<file path="src/hdl/mem_params.svh">
`ifndef MEM_PARAMS_SVH
`define MEM_PARAMS_SVH

// Queue depths.
`define MEM_LDQ_ENTRIES 4
`define MEM_STQ_ENTRIES 4

// Word address width, 16 words of data memory.
`define MEM_ADDR_W 4

// Data word width.
`define MEM_DATA_W 32

`endif

</file>
<file path="src/hdl/instr_pkg.sv">
`include "mem_params.svh"

package instr_pkg;

    // Queue index wide enough for either queue.
    localparam int QID_W = ($clog2(`MEM_LDQ_ENTRIES) > $clog2(`MEM_STQ_ENTRIES)) ?
                           $clog2(`MEM_LDQ_ENTRIES) : $clog2(`MEM_STQ_ENTRIES);

    typedef logic [QID_W-1:0] t_qid;
    typedef logic [5:0]       t_robid;
    typedef logic [5:0]       t_pdst;

    typedef enum logic {
        MEM_LOAD,
        MEM_STORE
    } t_mem_kind;

    // Issued memory op, one per cycle.
    typedef struct packed {
        t_mem_kind              kind;
        t_qid                   qid;
        t_robid                 robid;
        t_pdst                  pdst;
        logic [`MEM_ADDR_W-1:0] addr;
        logic [`MEM_DATA_W-1:0] data;
    } t_iss_pkt;

endpackage

</file>
<file path="src/hdl/mem_types_pkg.sv">
`include "mem_params.svh"

package mem_types_pkg;

    localparam int TAG_W = $bits(instr_pkg::t_robid) + $bits(instr_pkg::t_pdst) +
                           $bits(instr_pkg::t_qid);

    // Load identity carried down the pipe.
    typedef struct packed {
        logic [`MEM_DATA_W-TAG_W-1:0] pad;
        instr_pkg::t_robid            robid;
        instr_pkg::t_pdst             pdst;
        instr_pkg::t_qid              qid;
    } t_ld_tag;

    // Loads carry their tag, stores carry write data.
    typedef union packed {
        t_ld_tag                tag;
        logic [`MEM_DATA_W-1:0] data;
    } t_pipe_payload;

    typedef struct packed {
        instr_pkg::t_mem_kind   kind;
        logic [`MEM_ADDR_W-1:0] addr;
        t_pipe_payload          payload;
    } t_mempipe_arb;

    typedef enum logic [1:0] {
        ACT_NONE,
        ACT_DONE,
        ACT_REPLAY
    } t_mempipe_action;

endpackage

</file>
<file path="src/hdl/mem_pipe_if.sv">
`timescale 1ns/10ps

// One queue's request port into the shared memory pipe.
interface mem_pipe_if;

    logic                        req;
    mem_types_pkg::t_mempipe_arb pkt;
    instr_pkg::t_qid             qid;
    logic                        gnt;

    modport queue (
        output req,
        output pkt,
        output qid,
        input  gnt
    );

    modport arb (
        input  req,
        input  pkt,
        input  qid,
        output gnt
    );

endinterface

</file>
<file path="src/hdl/loadq.sv">
`timescale 1ns/10ps
`include "mem_params.svh"

module loadq (
    input  logic                          clk,
    input  logic                          rst_n,
    input  logic                          flush,
    input  logic                          iss_valid,
    input  instr_pkg::t_iss_pkt           iss_pkt,
    mem_pipe_if.queue                     pipe,
    input  logic                          pipe_valid_mm5,
    input  instr_pkg::t_mem_kind          pipe_kind_mm5,
    input  instr_pkg::t_qid               pipe_qid_mm5,
    input  mem_types_pkg::t_mempipe_action pipe_action_mm5,
    output logic [`MEM_LDQ_ENTRIES-1:0]   e_valid
);

localparam int N = `MEM_LDQ_ENTRIES;

logic [N-1:0]           e_pend;
logic [N-1:0]           e_req;
instr_pkg::t_robid      e_robid [N];
instr_pkg::t_pdst       e_pdst [N];
logic [`MEM_ADDR_W-1:0] e_addr [N];

logic                        sel_found;
instr_pkg::t_qid             sel_idx;
mem_types_pkg::t_mempipe_arb req_pkt;

////////////////////////////////////////////////////////////////////////////
// Entries
////////////////////////////////////////////////////////////////////////////

for (genvar e = 0; e < N; e++) begin : g_ent
    logic alloc;
    logic gnt;
    logic hit_mm5;

    assign alloc   = iss_valid && iss_pkt.kind == instr_pkg::MEM_LOAD &&
                     iss_pkt.qid == instr_pkg::t_qid'(e);
    assign gnt     = pipe.gnt && sel_idx == instr_pkg::t_qid'(e);
    assign hit_mm5 = pipe_valid_mm5 && pipe_kind_mm5 == instr_pkg::MEM_LOAD &&
                     pipe_qid_mm5 == instr_pkg::t_qid'(e);

    always_ff @(posedge clk) begin
        if (!rst_n) begin
            e_valid[e] <= 1'b0;
            e_pend[e]  <= 1'b0;
        end else if (flush) begin
            e_valid[e] <= 1'b0;
            e_pend[e]  <= 1'b0;
        end else if (alloc) begin
            e_valid[e] <= 1'b1;
            e_pend[e]  <= 1'b0;
        end else if (hit_mm5 && pipe_action_mm5 == mem_types_pkg::ACT_DONE) begin
            e_valid[e] <= 1'b0;
            e_pend[e]  <= 1'b0;
        end else if (hit_mm5 && pipe_action_mm5 == mem_types_pkg::ACT_REPLAY) begin
            e_pend[e]  <= 1'b0;
        end else if (gnt) begin
            e_pend[e]  <= 1'b1;
        end
    end

    always_ff @(posedge clk) begin
        if (alloc) begin
            e_robid[e] <= iss_pkt.robid;
            e_pdst[e]  <= iss_pkt.pdst;
            e_addr[e]  <= iss_pkt.addr;
        end
    end

    // Ready when valid and not already in the pipe.
    assign e_req[e] = e_valid[e] && !e_pend[e];
end

////////////////////////////////////////////////////////////////////////////
// Find-first pick
////////////////////////////////////////////////////////////////////////////

always_comb begin
    sel_found = 1'b0;
    sel_idx   = '0;
    for (int i = 0; i < N; i++) begin
        if (e_req[i] && !sel_found) begin
            sel_found = 1'b1;
            sel_idx   = instr_pkg::t_qid'(i);
        end
    end
end

always_comb begin
    req_pkt                     = '0;
    req_pkt.kind                = instr_pkg::MEM_LOAD;
    req_pkt.addr                = e_addr[sel_idx];
    req_pkt.payload.tag.robid   = e_robid[sel_idx];
    req_pkt.payload.tag.pdst    = e_pdst[sel_idx];
    req_pkt.payload.tag.qid     = sel_idx;
end

assign pipe.req = sel_found;
assign pipe.pkt = req_pkt;
assign pipe.qid = sel_idx;

// Dispatcher only issues into free entries.
a_alloc_free: assert property (@(posedge clk) disable iff (!rst_n)
    iss_valid && iss_pkt.kind == instr_pkg::MEM_LOAD |-> !e_valid[iss_pkt.qid]);

endmodule

</file>
<file path="src/hdl/mem_pipe.sv">
`timescale 1ns/10ps
`include "mem_params.svh"

module mem_pipe (
    input  logic                           clk,
    input  logic                           rst_n,
    input  logic                           flush,
    mem_pipe_if.arb                        ld_pipe,
    mem_pipe_if.arb                        st_pipe,
    output logic                           pipe_valid_mm5,
    output instr_pkg::t_mem_kind           pipe_kind_mm5,
    output instr_pkg::t_qid                pipe_qid_mm5,
    output mem_types_pkg::t_mempipe_action pipe_action_mm5,
    output logic                           ld_result_valid,
    output instr_pkg::t_robid              ld_result_robid,
    output instr_pkg::t_pdst               ld_result_pdst,
    output logic [`MEM_DATA_W-1:0]         ld_result_data
);

localparam int NSTG  = 5;
localparam int WORDS = 2 ** `MEM_ADDR_W;

logic prio_ld;
logic ld_win;
logic st_win;

logic                        arb_valid;
mem_types_pkg::t_mempipe_arb arb_pkt;
instr_pkg::t_qid             arb_qid;

// Index 0 is mm1, index NSTG-1 is mm5.
logic [NSTG-1:0]             st_valid;
mem_types_pkg::t_mempipe_arb st_pkt [NSTG];
instr_pkg::t_qid             st_qid [NSTG];

logic [`MEM_DATA_W-1:0] mem [WORDS];
logic                   st_hit;
logic                   mm5_load;

////////////////////////////////////////////////////////////////////////////
// Arbiter
////////////////////////////////////////////////////////////////////////////

assign ld_win = ld_pipe.req && (prio_ld || !st_pipe.req);
assign st_win = st_pipe.req && !ld_win;

assign ld_pipe.gnt = ld_win;
assign st_pipe.gnt = st_win;

// Last winner drops to low priority.
always_ff @(posedge clk) begin
    if (!rst_n) begin
        prio_ld <= 1'b1;
    end else if (ld_win) begin
        prio_ld <= 1'b0;
    end else if (st_win) begin
        prio_ld <= 1'b1;
    end
end

assign arb_valid = ld_win || st_win;
assign arb_pkt   = ld_win ? ld_pipe.pkt : st_pipe.pkt;
assign arb_qid   = ld_win ? ld_pipe.qid : st_pipe.qid;

////////////////////////////////////////////////////////////////////////////
// Stages mm1 to mm5
////////////////////////////////////////////////////////////////////////////

always_ff @(posedge clk) begin
    if (!rst_n) begin
        st_valid <= '0;
    end else begin
        st_valid[0] <= arb_valid && !(flush && arb_pkt.kind == instr_pkg::MEM_LOAD);
        for (int s = 1; s < NSTG; s++) begin
            st_valid[s] <= st_valid[s-1] &&
                           !(flush && st_pkt[s-1].kind == instr_pkg::MEM_LOAD);
        end
    end
end

always_ff @(posedge clk) begin
    st_pkt[0] <= arb_pkt;
    st_qid[0] <= arb_qid;
    for (int s = 1; s < NSTG; s++) begin
        st_pkt[s] <= st_pkt[s-1];
        st_qid[s] <= st_qid[s-1];
    end
end

////////////////////////////////////////////////////////////////////////////
// mm5: memory access and replay
////////////////////////////////////////////////////////////////////////////

assign mm5_load = st_valid[NSTG-1] && st_pkt[NSTG-1].kind == instr_pkg::MEM_LOAD;

// Same-address store still on its way to memory.
always_comb begin
    st_hit = 1'b0;
    for (int s = 0; s < NSTG - 1; s++) begin
        if (st_valid[s] && st_pkt[s].kind == instr_pkg::MEM_STORE &&
            st_pkt[s].addr == st_pkt[NSTG-1].addr) begin
            st_hit = 1'b1;
        end
    end
end

always_ff @(posedge clk) begin
    if (!rst_n) begin
        for (int w = 0; w < WORDS; w++) begin
            mem[w] <= '0;
        end
    end else if (st_valid[NSTG-1] && st_pkt[NSTG-1].kind == instr_pkg::MEM_STORE) begin
        mem[st_pkt[NSTG-1].addr] <= st_pkt[NSTG-1].payload.data;
    end
end

assign pipe_valid_mm5  = st_valid[NSTG-1];
assign pipe_kind_mm5   = st_pkt[NSTG-1].kind;
assign pipe_qid_mm5    = st_qid[NSTG-1];
assign pipe_action_mm5 = !st_valid[NSTG-1]     ? mem_types_pkg::ACT_NONE :
                         (mm5_load && st_hit)  ? mem_types_pkg::ACT_REPLAY :
                                                 mem_types_pkg::ACT_DONE;

assign ld_result_valid = mm5_load && !st_hit;
assign ld_result_robid = st_pkt[NSTG-1].payload.tag.robid;
assign ld_result_pdst  = st_pkt[NSTG-1].payload.tag.pdst;
assign ld_result_data  = mem[st_pkt[NSTG-1].addr];

// A request that loses arbitration wins the next cycle.
a_st_served: assert property (@(posedge clk) disable iff (!rst_n)
    st_pipe.req && !st_pipe.gnt |=> st_pipe.gnt);

a_ld_served: assert property (@(posedge clk) disable iff (!rst_n)
    ld_pipe.req && !ld_pipe.gnt && !flush |=> ld_pipe.gnt);

endmodule

</file>
<file path="src/hdl/mem_unit.sv">
`timescale 1ns/10ps
`include "mem_params.svh"

module mem_unit (
    input  logic                         clk,
    input  logic                         rst_n,
    input  logic                         iss_valid,
    input  instr_pkg::t_iss_pkt          iss_pkt,
    input  logic                         flush,
    output logic [`MEM_LDQ_ENTRIES-1:0]  ldq_valid,
    output logic [`MEM_STQ_ENTRIES-1:0]  stq_valid,
    output logic                         ld_result_valid,
    output instr_pkg::t_robid            ld_result_robid,
    output instr_pkg::t_pdst             ld_result_pdst,
    output logic [`MEM_DATA_W-1:0]       ld_result_data
);

// mm5 broadcast back to both queues.
logic                           pipe_valid_mm5;
instr_pkg::t_mem_kind           pipe_kind_mm5;
instr_pkg::t_qid                pipe_qid_mm5;
mem_types_pkg::t_mempipe_action pipe_action_mm5;

mem_pipe_if ld_pipe ();
mem_pipe_if st_pipe ();

loadq loadq_i (
    .clk             (clk),
    .rst_n           (rst_n),
    .flush           (flush),
    .iss_valid       (iss_valid),
    .iss_pkt         (iss_pkt),
    .pipe            (ld_pipe),
    .pipe_valid_mm5  (pipe_valid_mm5),
    .pipe_kind_mm5   (pipe_kind_mm5),
    .pipe_qid_mm5    (pipe_qid_mm5),
    .pipe_action_mm5 (pipe_action_mm5),
    .e_valid         (ldq_valid)
);

storeq storeq_i (
    .clk             (clk),
    .rst_n           (rst_n),
    .iss_valid       (iss_valid),
    .iss_pkt         (iss_pkt),
    .pipe            (st_pipe),
    .pipe_valid_mm5  (pipe_valid_mm5),
    .pipe_kind_mm5   (pipe_kind_mm5),
    .pipe_qid_mm5    (pipe_qid_mm5),
    .pipe_action_mm5 (pipe_action_mm5),
    .e_valid         (stq_valid)
);

mem_pipe mem_pipe_i (
    .clk             (clk),
    .rst_n           (rst_n),
    .flush           (flush),
    .ld_pipe         (ld_pipe),
    .st_pipe         (st_pipe),
    .pipe_valid_mm5  (pipe_valid_mm5),
    .pipe_kind_mm5   (pipe_kind_mm5),
    .pipe_qid_mm5    (pipe_qid_mm5),
    .pipe_action_mm5 (pipe_action_mm5),
    .ld_result_valid (ld_result_valid),
    .ld_result_robid (ld_result_robid),
    .ld_result_pdst  (ld_result_pdst),
    .ld_result_data  (ld_result_data)
);

endmodule

</file>
<file path="src/hdl/storeq.sv">
`timescale 1ns/10ps
`include "mem_params.svh"

module storeq (
    input  logic                          clk,
    input  logic                          rst_n,
    input  logic                          iss_valid,
    input  instr_pkg::t_iss_pkt           iss_pkt,
    mem_pipe_if.queue                     pipe,
    input  logic                          pipe_valid_mm5,
    input  instr_pkg::t_mem_kind          pipe_kind_mm5,
    input  instr_pkg::t_qid               pipe_qid_mm5,
    input  mem_types_pkg::t_mempipe_action pipe_action_mm5,
    output logic [`MEM_STQ_ENTRIES-1:0]   e_valid
);

localparam int N = `MEM_STQ_ENTRIES;

logic [N-1:0]           e_pend;
logic [N-1:0]           e_req;
logic [`MEM_ADDR_W-1:0] e_addr [N];
logic [`MEM_DATA_W-1:0] e_data [N];

logic                        sel_found;
instr_pkg::t_qid             sel_idx;
mem_types_pkg::t_mempipe_arb req_pkt;

////////////////////////////////////////////////////////////////////////////
// Entries
////////////////////////////////////////////////////////////////////////////

for (genvar e = 0; e < N; e++) begin : g_ent
    logic alloc;
    logic gnt;
    logic done_mm5;

    assign alloc    = iss_valid && iss_pkt.kind == instr_pkg::MEM_STORE &&
                      iss_pkt.qid == instr_pkg::t_qid'(e);
    assign gnt      = pipe.gnt && sel_idx == instr_pkg::t_qid'(e);
    assign done_mm5 = pipe_valid_mm5 && pipe_kind_mm5 == instr_pkg::MEM_STORE &&
                      pipe_qid_mm5 == instr_pkg::t_qid'(e) &&
                      pipe_action_mm5 == mem_types_pkg::ACT_DONE;

    always_ff @(posedge clk) begin
        if (!rst_n) begin
            e_valid[e] <= 1'b0;
            e_pend[e]  <= 1'b0;
        end else if (alloc) begin
            e_valid[e] <= 1'b1;
            e_pend[e]  <= 1'b0;
        end else if (done_mm5) begin
            e_valid[e] <= 1'b0;
            e_pend[e]  <= 1'b0;
        end else if (gnt) begin
            e_pend[e]  <= 1'b1;
        end
    end

    always_ff @(posedge clk) begin
        if (alloc) begin
            e_addr[e] <= iss_pkt.addr;
            e_data[e] <= iss_pkt.data;
        end
    end

    assign e_req[e] = e_valid[e] && !e_pend[e];
end

////////////////////////////////////////////////////////////////////////////
// Find-first pick
////////////////////////////////////////////////////////////////////////////

always_comb begin
    sel_found = 1'b0;
    sel_idx   = '0;
    for (int i = 0; i < N; i++) begin
        if (e_req[i] && !sel_found) begin
            sel_found = 1'b1;
            sel_idx   = instr_pkg::t_qid'(i);
        end
    end
end

// Store data rides in the payload.
always_comb begin
    req_pkt              = '0;
    req_pkt.kind         = instr_pkg::MEM_STORE;
    req_pkt.addr         = e_addr[sel_idx];
    req_pkt.payload.data = e_data[sel_idx];
end

assign pipe.req = sel_found;
assign pipe.pkt = req_pkt;
assign pipe.qid = sel_idx;

a_alloc_free: assert property (@(posedge clk) disable iff (!rst_n)
    iss_valid && iss_pkt.kind == instr_pkg::MEM_STORE |-> !e_valid[iss_pkt.qid]);

a_no_store_replay: assert property (@(posedge clk) disable iff (!rst_n)
    pipe_valid_mm5 && pipe_kind_mm5 == instr_pkg::MEM_STORE
    |-> pipe_action_mm5 != mem_types_pkg::ACT_REPLAY);

endmodule

</file>
<file path="config.mk">
export PLATFORM = sky130hd
export DESIGN_NAME = mem_unit
export DESIGN_NICKNAME = d
export VERILOG_FILES = /design/src/hdl/instr_pkg.sv /design/src/hdl/mem_types_pkg.sv /design/src/hdl/mem_pipe_if.sv /design/src/hdl/loadq.sv /design/src/hdl/mem_pipe.sv /design/src/hdl/mem_unit.sv /design/src/hdl/storeq.sv
export VERILOG_INCLUDE_DIRS = /design/src /design/src/hdl
export SDC_FILE = /design/constraint.sdc
export NUM_CORES = 1
export LEC_CHECK = 0
export BUFFER_PORTS_ARGS = -buffer_cell sky130_fd_sc_hd__buf_2
export CORE_MARGIN = 1.5
export CORE_UTILIZATION = 55
export CTS_CLUSTER_SIZE = 10
export DETAILED_ROUTE_END_ITERATION = 16
export PLACE_DENSITY = 0.72
export SLEW_MARGIN = 15
export SYNTH_ARGS = -nofsm -noshare
export SYNTH_HDL_FRONTEND = slang
export SYNTH_SLANG_ARGS = --single-unit
</file>
<file path="constraint.sdc">
create_clock -name clk -period 6.24 [get_ports clk]
set_clock_uncertainty 0.2 [all_clocks]
set_input_delay 0.312 -clock clk [delete_from_list [all_inputs] [get_ports clk]]
set_output_delay 0.312 -clock clk [all_outputs]
set_load 0.005 [all_outputs]
</file>
==> summary.md, run 1 <==
| Metric | Value |
|---|---|
| Initial core utilization | 55.7% |
| Power Dens Cells | 333 nW/um^2 |
| Final Wtd Congestion | 0.802 |
| RSZ-0062 raised after global routing | false |
| FF+latch count, synth | 937 |
| Reg2reg path depth | 4 |
| EDFF count, synth | 720 |
| Pin count of the biggest net entering global routing | 53 |
| First-pass GRT wire length | 121,000 um |
| Critical Path RT | 5.73 ns |
| Global route overflow | 0 |
| Cell internal pwr | 10.6 mW |
| CTS sink count | 937 |
| I/O pin total | 108 |
| Port Buffers | 107 |
| Routed via count | 18.8k |
| CP Launch Point | mem_pipe_i.st_pkt[0][180]$_DFF_P_ |
| Switching power | 3.02 mW |
| Post-synth net total | 2,207 |
| Flop pwr share | 53.5% |
| CP arrival | 4.04 ns |
| Drt first pass iters | 5 |
| Vias in the first global route | 19.5k |
| Clk Latency, worst-skew pair | 0.66 ns |
| Synth Flop Type | edfxtp_1 |
| H-Tree Depth | 3 |
| Max-slew violations | 0 |
| Sequential share of the synthesized area | 72.2% |
| Crit share post-route | 73.0% |
| Layout cells sized above 1 | 19.7% |
| Avg Inst Size Synth | 16.7 sq um |
| Post-synth top area share | 60.1% |
| Startpoint Class | flip-flop |
| Crit path kind | flip-flop to primary output |
| Final #Nets | 2,355 |
| Switching share of power | 22.2% |
| Synthesized instance count | 2,152 |
| Setup crit end kind | primary output |
| Final hold violation count | 0 |
| Buf/Inv on CP | 3 |
| Worst r2r src | mem_pipe_i.st_pkt[0][181]$_DFF_P_ |
| Worst-Margin Slew | 1.18 ns |
| Vias per std cell | 5.81 |
| Cell family with most CP delay | buffers and inverters |
| VDD IR max | 321 uV |
| Final WL | 80,300 um |
| Gate power share | 6.6% |
| Area growth from synthesis to layout | 13.8% |
| End of the critical path | ld_result_data[14] |
| CP Depth | 5 |
| Synth async-reset ratio | 0% |
| # DRC | 0 |
| Routed len/inst | 24.9 um |
| Highest clock rate | 220 MHz |
| Max incr delay on CP | 0.75 ns |
| Max-cap violations | 0 |
| Core Box Area | 64,600 sq um |
| Post-route ant nets | 0 |
| Reg2reg end | mem_pipe_i.mem[1][15]$_SDFFCE_PN0P_ |
| Commonest cells post-synth | edfxtp_1, and2_1, dfxtp_1, mux4_2, clkbuf_1 |
| Drt initial violations | 1,676 |
| Detailed placer's ending HPWL | 47,200 um |
| Slowest stage cell, crit path | buf_4 |
| Clock Tree Buf Depth | 3 |
| Flop2flop setup slack | 2.11 ns |
| CP cell instances | buf_4 -> buf_4 -> mux4_2 -> mux4_2 -> buf_2 |
| Pleak | 15.0 nW |
| CTS tree | done |
| Initial antenna violation count | 2 |
| Clock network power share | 39.9% |
| Worst-path clk slew | 0.05 ns |
| Die Area | 66,900 sq um |
| Worst hold path class | flip-flop to flip-flop |
| GRT Util Overall | 24.5% |
| Total CTS buffers | 104 |
| Top cells by area, synth | edfxtp_1, dfxtp_1, mux4_2, and2_1, clkbuf_1 |
| Most common cell in the synthesized netlist | edfxtp_1 |
| Status | completed |
| Synth area leader | edfxtp_1 |
| Clk root buf | clkbuf_16 |
| Worst Path Max Fanout | 39 |
| Worst hold slack | 0.105 ns |
| Vert. Die Dim | 259 um |
| Rel. slew slack | 21.1% |
| Die Span X | 259 um |
| Setup TNS | 0 ns |
| Fin crit period | 4.56 ns |
| Syn. warnings | 0 |
| Setup-failing EPs final | 0 |
| Netlist cell types | 50 |
| Cell area after synthesis | 36,000 sq um |
| Rows | 93 |
## state kept, by name (all words and copies together) (netlist names)
register	count
storeq_i.e_addr	16
mem_pipe_i.st_pkt	185
loadq_i.e_pdst	24
mem_pipe_i.st_valid	5
storeq_i.e_pend	4
loadq_i.e_valid	4
loadq_i.e_robid	24
mem_pipe_i.st_qid	10
storeq_i.e_data	128
storeq_i.e_valid	4
loadq_i.e_pend	4
mem_pipe_i.prio_ld	1
loadq_i.e_addr	16
mem_pipe_i.mem	512
## routing by layer
layer  wire (um)  vias up  GRT usage [%]
met5           0        -              0
met4        1730        0           6.30
met3        6170      124           5.36
met2       39900      741           40.8
met1       32500     9633           33.1
li1            -     8279              -
## layout make-up
class,instances,area [sq um]
clock inverter,6,87.6
timing repair buffer,206,1440
multi-input combinational,1042,9400
antenna,1,2.50
fill,4504,23700
sequential,937,26000
clock buffer,175,2900
tap,855,1070
inverter,9,33.8
## cells by family (layout without fill, tap and decap cells)
logic type      count (synthesis)  in the layout  synth area share [%]
compound gates                155            155                  2.83
xor+xnor                       16             16                 0.390
buf+inv                       173            396                  2.28
flops                         937            937                  72.2
mux                           195            195                  11.0
other cells                     0              1                     0
simple gates                  676            676                  11.3
## repair_timing
item,4_1_cts,5_1_grt
endpoints found under the hold margin,238,0
resized for setup,0,0
hold buffers,54,0
buffers inserted,0,0
## stage by stage
step	utilization [%]	instances	worst slack (ns)	power, mW	area [sq um]
6_report	63.4	3231	1.68	13.6	40900
3_3_place_gp	57.8	2993	1.85	8.27	37300
4_1_cts	63.3	3228	1.53	13.7	40900
5_1_grt	63.3	3230	1.37	14.0	40900
2_1_floorplan	-	2152	2.27	7.91	36000
3_5_place_dp	57.8	2993	1.71	8.30	37300
## cells in the final DEF (no fill, tap or decap), types with 5 or more instances in the layout
cell type,instances
nor3_1,6
a22oi_1,35
nand2b_1,11
nor4_1,20
buf_2,107
o211ai_1,16
edfxtp_1,720
xor2_1,12
nand3_1,5
nor2_1,46
inv_1,8
o22ai_1,17
clkbuf_16,105
mux2i_1,35
nor2b_1,12
dlygate4sd3_1,54
o21ai_4,12
buf_4,43
a21oi_1,12
and2_1,513
nor2_2,12
o21ai_0,27
nand2_1,19
o21a_1,18
mux4_2,160
dfxtp_1,213
clkbuf_1,69
## worst min-delay path by stage
| stage | startpoint | endpoint | slack [ns] | depth (start not counted) |
|---|---|---|---|---|
| detailed placement | mem_pipe_i.st_pkt[0][88]$_DFF_P_ | mem_pipe_i.st_pkt[0][125]$_DFF_P_ | 0.11 | 0 |
| CTS | rst_n | mem_pipe_i.prio_ld$_SDFFE_PN1P_ | 0.09 | 2 |
| floorplan | mem_pipe_i.st_pkt[0][63]$_DFF_P_ | mem_pipe_i.st_pkt[0][100]$_DFF_P_ | 0.11 | 0 |
| global placement | mem_pipe_i.st_pkt[0][135]$_DFF_P_ | mem_pipe_i.st_pkt[0][172]$_DFF_P_ | 0.11 | 0 |
| global route | mem_pipe_i.st_pkt[0][95]$_DFF_P_ | mem_pipe_i.st_pkt[0][132]$_DFF_P_ | 0.12 | 0 |
| finish | mem_pipe_i.st_pkt[0][95]$_DFF_P_ | mem_pipe_i.st_pkt[0][132]$_DFF_P_ | 0.11 | 0 |
## worst reg2reg max path: stages (launching register included)
cell and delay [ns]:
dfxtp_4 0.52, buf_4 0.45, or3b_1 0.70, nor3_4 0.98
nand2b_2 0.88
## power groups by stage
stage	Combinational (mW)	Clock (mW)	Sequential, mW
CTS	0.916	5.50	7.29
detailed placement	0.887	0	7.42
finish	0.904	5.43	7.29
global placement	0.877	0	7.40
global route	0.962	5.73	7.33
floorplan	0.670	0	7.24
No activity file was read; power rests on OpenSTA's default activity.
==> run 2, diff against run 1 <==
- ABC_AREA: default -> 1
- clock period: 6.24 -> 4.5 ns (I/O delays scaled with it)
==> run 2 against run 1 <==
Compared with the run above: register-to-register slack got worse by 0.77 ns; sequential share of layout area increased by 1.1 points; synthesized area decreased by 1.2%; non-clock buffer count increased by 12; clock power increased by 41%; critical endpoint is now ld_result_data[31]; largest power group unchanged.
==> summary.md, run 2 <==
| Metric | Value |
|---|---|
| Worst Path Max Fanout | 67 (was 39) |
| Largest registers | mem_pipe_i.mem: 512 flops, mem_pipe_i.st_pkt: 185 flops, storeq_i.e_data: 128 flops (unchanged) |
| First-pass GRT wire length | 143,000 um (was 121,000 um) |
| Syn. warnings | 0 (unchanged) |
| # Post-CTS Setup Buffers | 0 (unchanged) |
| Design Power | 19.4 mW (was 13.6 mW) |
| Crit path kind | flip-flop to primary output (unchanged) |
| Post-synth net total | 3,052 (was 2,207) |
| Highest clock rate | 242 MHz |
| Drt initial violations | 3,099 (was 1,676) |
| Synth Flop Type | edfxtp_1 (unchanged) |
| Clock Tree Buf Depth | 3 (unchanged) |
| Synth area leader | edfxtp_1 (unchanged) |
| Max-cap violations | 0 (unchanged) |
| Startpoint Class | flip-flop (unchanged) |
| Initial antenna violation count | 1 (was 2) |
| Worst hold path class | flip-flop to flip-flop (unchanged) |
| Most common cell after layout, fill and taps aside | edfxtp_1 (unchanged) |
| Clk Latency, worst-skew pair | 0.67 ns (was 0.66 ns) |
| Clk root buf | clkbuf_16 (unchanged) |
| Routed len/inst | 23.9 um (was 24.9 um) |
| Max-slew violations | 0 (unchanged) |
| I/O pin total | 108 (unchanged) |
| Hold depth | 0 (unchanged) |
| Pin count of the biggest net entering global routing | 145 (was 53) |
| Die Span X | 257 um (was 259 um) |
| CTS sink count | 937 (unchanged) |
| RSZ-0062 raised after global routing | false (unchanged) |
| Drt first pass iters | 8 (was 5) |
| Setup TNS | 0 ns (unchanged) |
| GRT Util Overall | 28.8% (was 24.5%) |
| Power Dens Cells | 482 nW/um^2 (was 333 nW/um^2) |
| HP Start | mem_pipe_i.st_pkt[0][111]$_DFF_P_ (was mem_pipe_i.st_pkt[0][95]$_DFF_P_) |
| Crit share post-route | 92.0% |
| Worst-path clk slew | 0.06 ns (was 0.05 ns) |
| Setup-failing EPs final | 0 (unchanged) |
| FF+latch count, synth | 937 (unchanged) |
| Setup crit end kind | primary output (unchanged) |
| # DRC | 0 (unchanged) |
| EDFF count, synth | 720 (unchanged) |
| H-Tree Depth | 3 (unchanged) |
| Commonest non-fill, non-tap cells in the layout | edfxtp_1, nor2_1, nand3_1, nand2_1, dfxtp_1 (was edfxtp_1, and2_1, dfxtp_1, mux4_2, buf_2) |
| Pleak | 15.2 nW (was 15.0 nW) |
| Port Buffers | 107 (unchanged) |
| WHS Endpoint | mem_pipe_i.st_pkt[0][148]$_DFF_P_ (was mem_pipe_i.st_pkt[0][132]$_DFF_P_) |
| Worst r2r src | mem_pipe_i.st_pkt[0][180]$_DFF_P_ (was mem_pipe_i.st_pkt[0][181]$_DFF_P_) |
| Fillers | 4,753 (was 4,504) |
| Detailed placer's ending HPWL | 50,900 um (was 47,200 um) |
| Vias per std cell | 6.01 (was 5.81) |
| Fin crit period | 4.14 ns |
| Vert. Die Dim | 257 um (was 259 um) |
| Cell area after synthesis | 35,500 sq um (was 36,000 sq um) |
| Flop2flop setup slack | 1.34 ns (was 2.11 ns) |
| Commonest cells post-synth | edfxtp_1, nor2_1, nand3_1, nand2_1, dfxtp_1 (was edfxtp_1, and2_1, dfxtp_1, mux4_2, clkbuf_1) |
| Global route overflow | 0 (unchanged) |
| Final Wtd Congestion | 0.840 (was 0.802) |
| CTS tree | done (unchanged) |
| Avg Inst Size Synth | 11.9 sq um (was 16.7 sq um) |
| Synth async-reset ratio | 0% (unchanged) |
| Vias in the first global route | 23.9k (was 19.5k) |
| Final WL | 96,000 um (was 80,300 um) |
| Rel. slew slack | 31.4% (was 21.1%) |
| Worst-Margin Slew | 1.03 ns (was 1.18 ns) |
| Reg with most FFs | mem_pipe_i.mem (unchanged) |
| Post-synth top area share | 60.8% (was 60.1%) |
| Netlist cell types | 31 (was 50) |
| Core Box Area | 64,100 sq um (was 64,600 sq um) |
| Critical Path RT | 4.07 ns (was 5.73 ns) |
| Post-route ant nets | 0 (unchanged) |
| Rows | 93 (unchanged) |
| Initial core utilization | 55.4% (was 55.7%) |
| Routed via count | 24.1k (was 18.8k) |
| Max reg flops | 512 (unchanged) |
| Final #Nets | 3,150 (was 2,355) |
| Total CTS buffers | 105 (was 104) |
| Status | completed (unchanged) |
| Area growth from synthesis to layout | 13.1% (was 13.8%) |
| Synthesized instance count | 2,997 (was 2,152) |
| Layout cells sized above 1 | 10.2% (was 19.7%) |
| Die Area | 66,100 sq um (was 66,900 sq um) |
| Reg2reg end | mem_pipe_i.mem[1][14]$_SDFFCE_PN0P_ (was mem_pipe_i.mem[1][15]$_SDFFCE_PN0P_) |
| Reg2reg path depth | 6 (was 4) |
| Final hold violation count | 0 (unchanged) |
| Top cells by area, synth | edfxtp_1, dfxtp_1, nor2_1, nand3_1, a22oi_1 (was edfxtp_1, dfxtp_1, mux4_2, and2_1, clkbuf_1) |
| VDD IR max | 503 uV (was 321 uV) |
| Most common cell in the synthesized netlist | edfxtp_1 (unchanged) |
| CP arrival | 3.71 ns (was 4.04 ns) |
| Sequential share of the synthesized area | 73.1% (was 72.2%) |
==> run 2: cell count changes after synthesis, sizes merged, moves of 19 or more <==
cell / delta
inv: +95
and2: -513
nand4: +30
nand2: +308
o21ai: +23
a22oi: +126
buf: +75
mux2i: -33
nand3: +411
nor2: +568
mux4: -160
nor4: -21
a21oi: +30
o21a: -19
==> run 2: kinds of logic (layout without fill, tap and decap cells) <==
group | count (synthesis) | count (layout) | share of synthesized area, %
simple gates | 1439 | 1439 | 17.3
compound gates | 285 | 285 | 5.30
flops | 937 | 937 | 73.1
buf+inv | 334 | 497 | 4.23
mux | 2 | 2 | 0.0563
other cells | 0 | 1 | 0
==> run 2: layout make-up <==
class | count | area [sq um] | area share [%]
multi-input cells | 1726 | 8140 | 20.3
repair buffers | 218 | 1560 | 3.89
diodes | 1 | 2.50 | 0.00623
inverters | 107 | 404 | 1.01
clock inverters | 8 | 91.3 | 0.227
flip-flops and latches | 937 | 26000 | 64.6
well taps | 855 | 1070 | 2.66
clock buffers | 164 | 2940 | 7.33
==> run 2: worst max path at each step <==
stage	from	endpoint	slack, ns	cells past startpoint
after floorplan	iss_pkt[49]	storeq_i.e_pend[3]$_SDFFE_PP0P_	0.95	5
after global placement	mem_pipe_i.st_pkt[0][180]$_DFF_P_	ld_result_data[19]	1.30	7
after detailed placement	mem_pipe_i.st_pkt[0][180]$_DFF_P_	ld_result_data[31]	1.26	8
after CTS	mem_pipe_i.st_pkt[0][180]$_DFF_P_	ld_result_data[19]	0.54	7
after global routing	mem_pipe_i.st_pkt[0][180]$_DFF_P_	ld_result_data[31]	0.32	8
final	mem_pipe_i.st_pkt[0][180]$_DFF_P_	ld_result_data[31]	0.36	8
==> run 2: through the flow <==
step	util [%]	setup WS [ns]	hold slack (ns)	cells	instance area [sq um]
3_3_place_gp	57.1	1.30	0.111	3791	36600
4_1_cts	62.7	0.543	0.0840	4015	40200
5_1_grt	62.7	0.319	0.113	4016	40200
3_5_place_dp	57.1	1.26	0.112	3791	36600
2_1_floorplan	-	0.948	0.110	2997	35500
6_report	62.7	0.362	0.100	4016	40200
==> run 2: timing repair <==
action                                 in CTS  in global routing
hold buffers                               52                  0
resized for setup                           0                  0
endpoints found under the hold margin     274                  0
==> run 2: routing by layer <==
metal  track usage (%)  vias up  wire length [um]
met1              35.0    11600             33200
met2              48.6     1573             47500
met3              6.91      292             11300
met5                 0        -                 0
li1                  -    10700                 -
met4              13.3        0              3950
==> run 2: power breakdown <==
group | switching (mW) | internal (mW) | leakage (nW)
clock | 3.22 | 4.44 | 1.46
combinational | 1.31 | 0.441 | 4.76
sequential | 0.218 | 9.76 | 9.00
total | 4.74 | 14.6 | 15.2
==> run 2: worst max-delay path: stages, from the launching register on <==
cell and delay (ns):
dfxtp_4 0.72, inv_4 0.45, nor2_4 0.23, buf_4 0.68, a22oi_1 0.18, nand3_1 0.15
nand2_1 0.06, nand4_1 0.32, buf_2 0.19
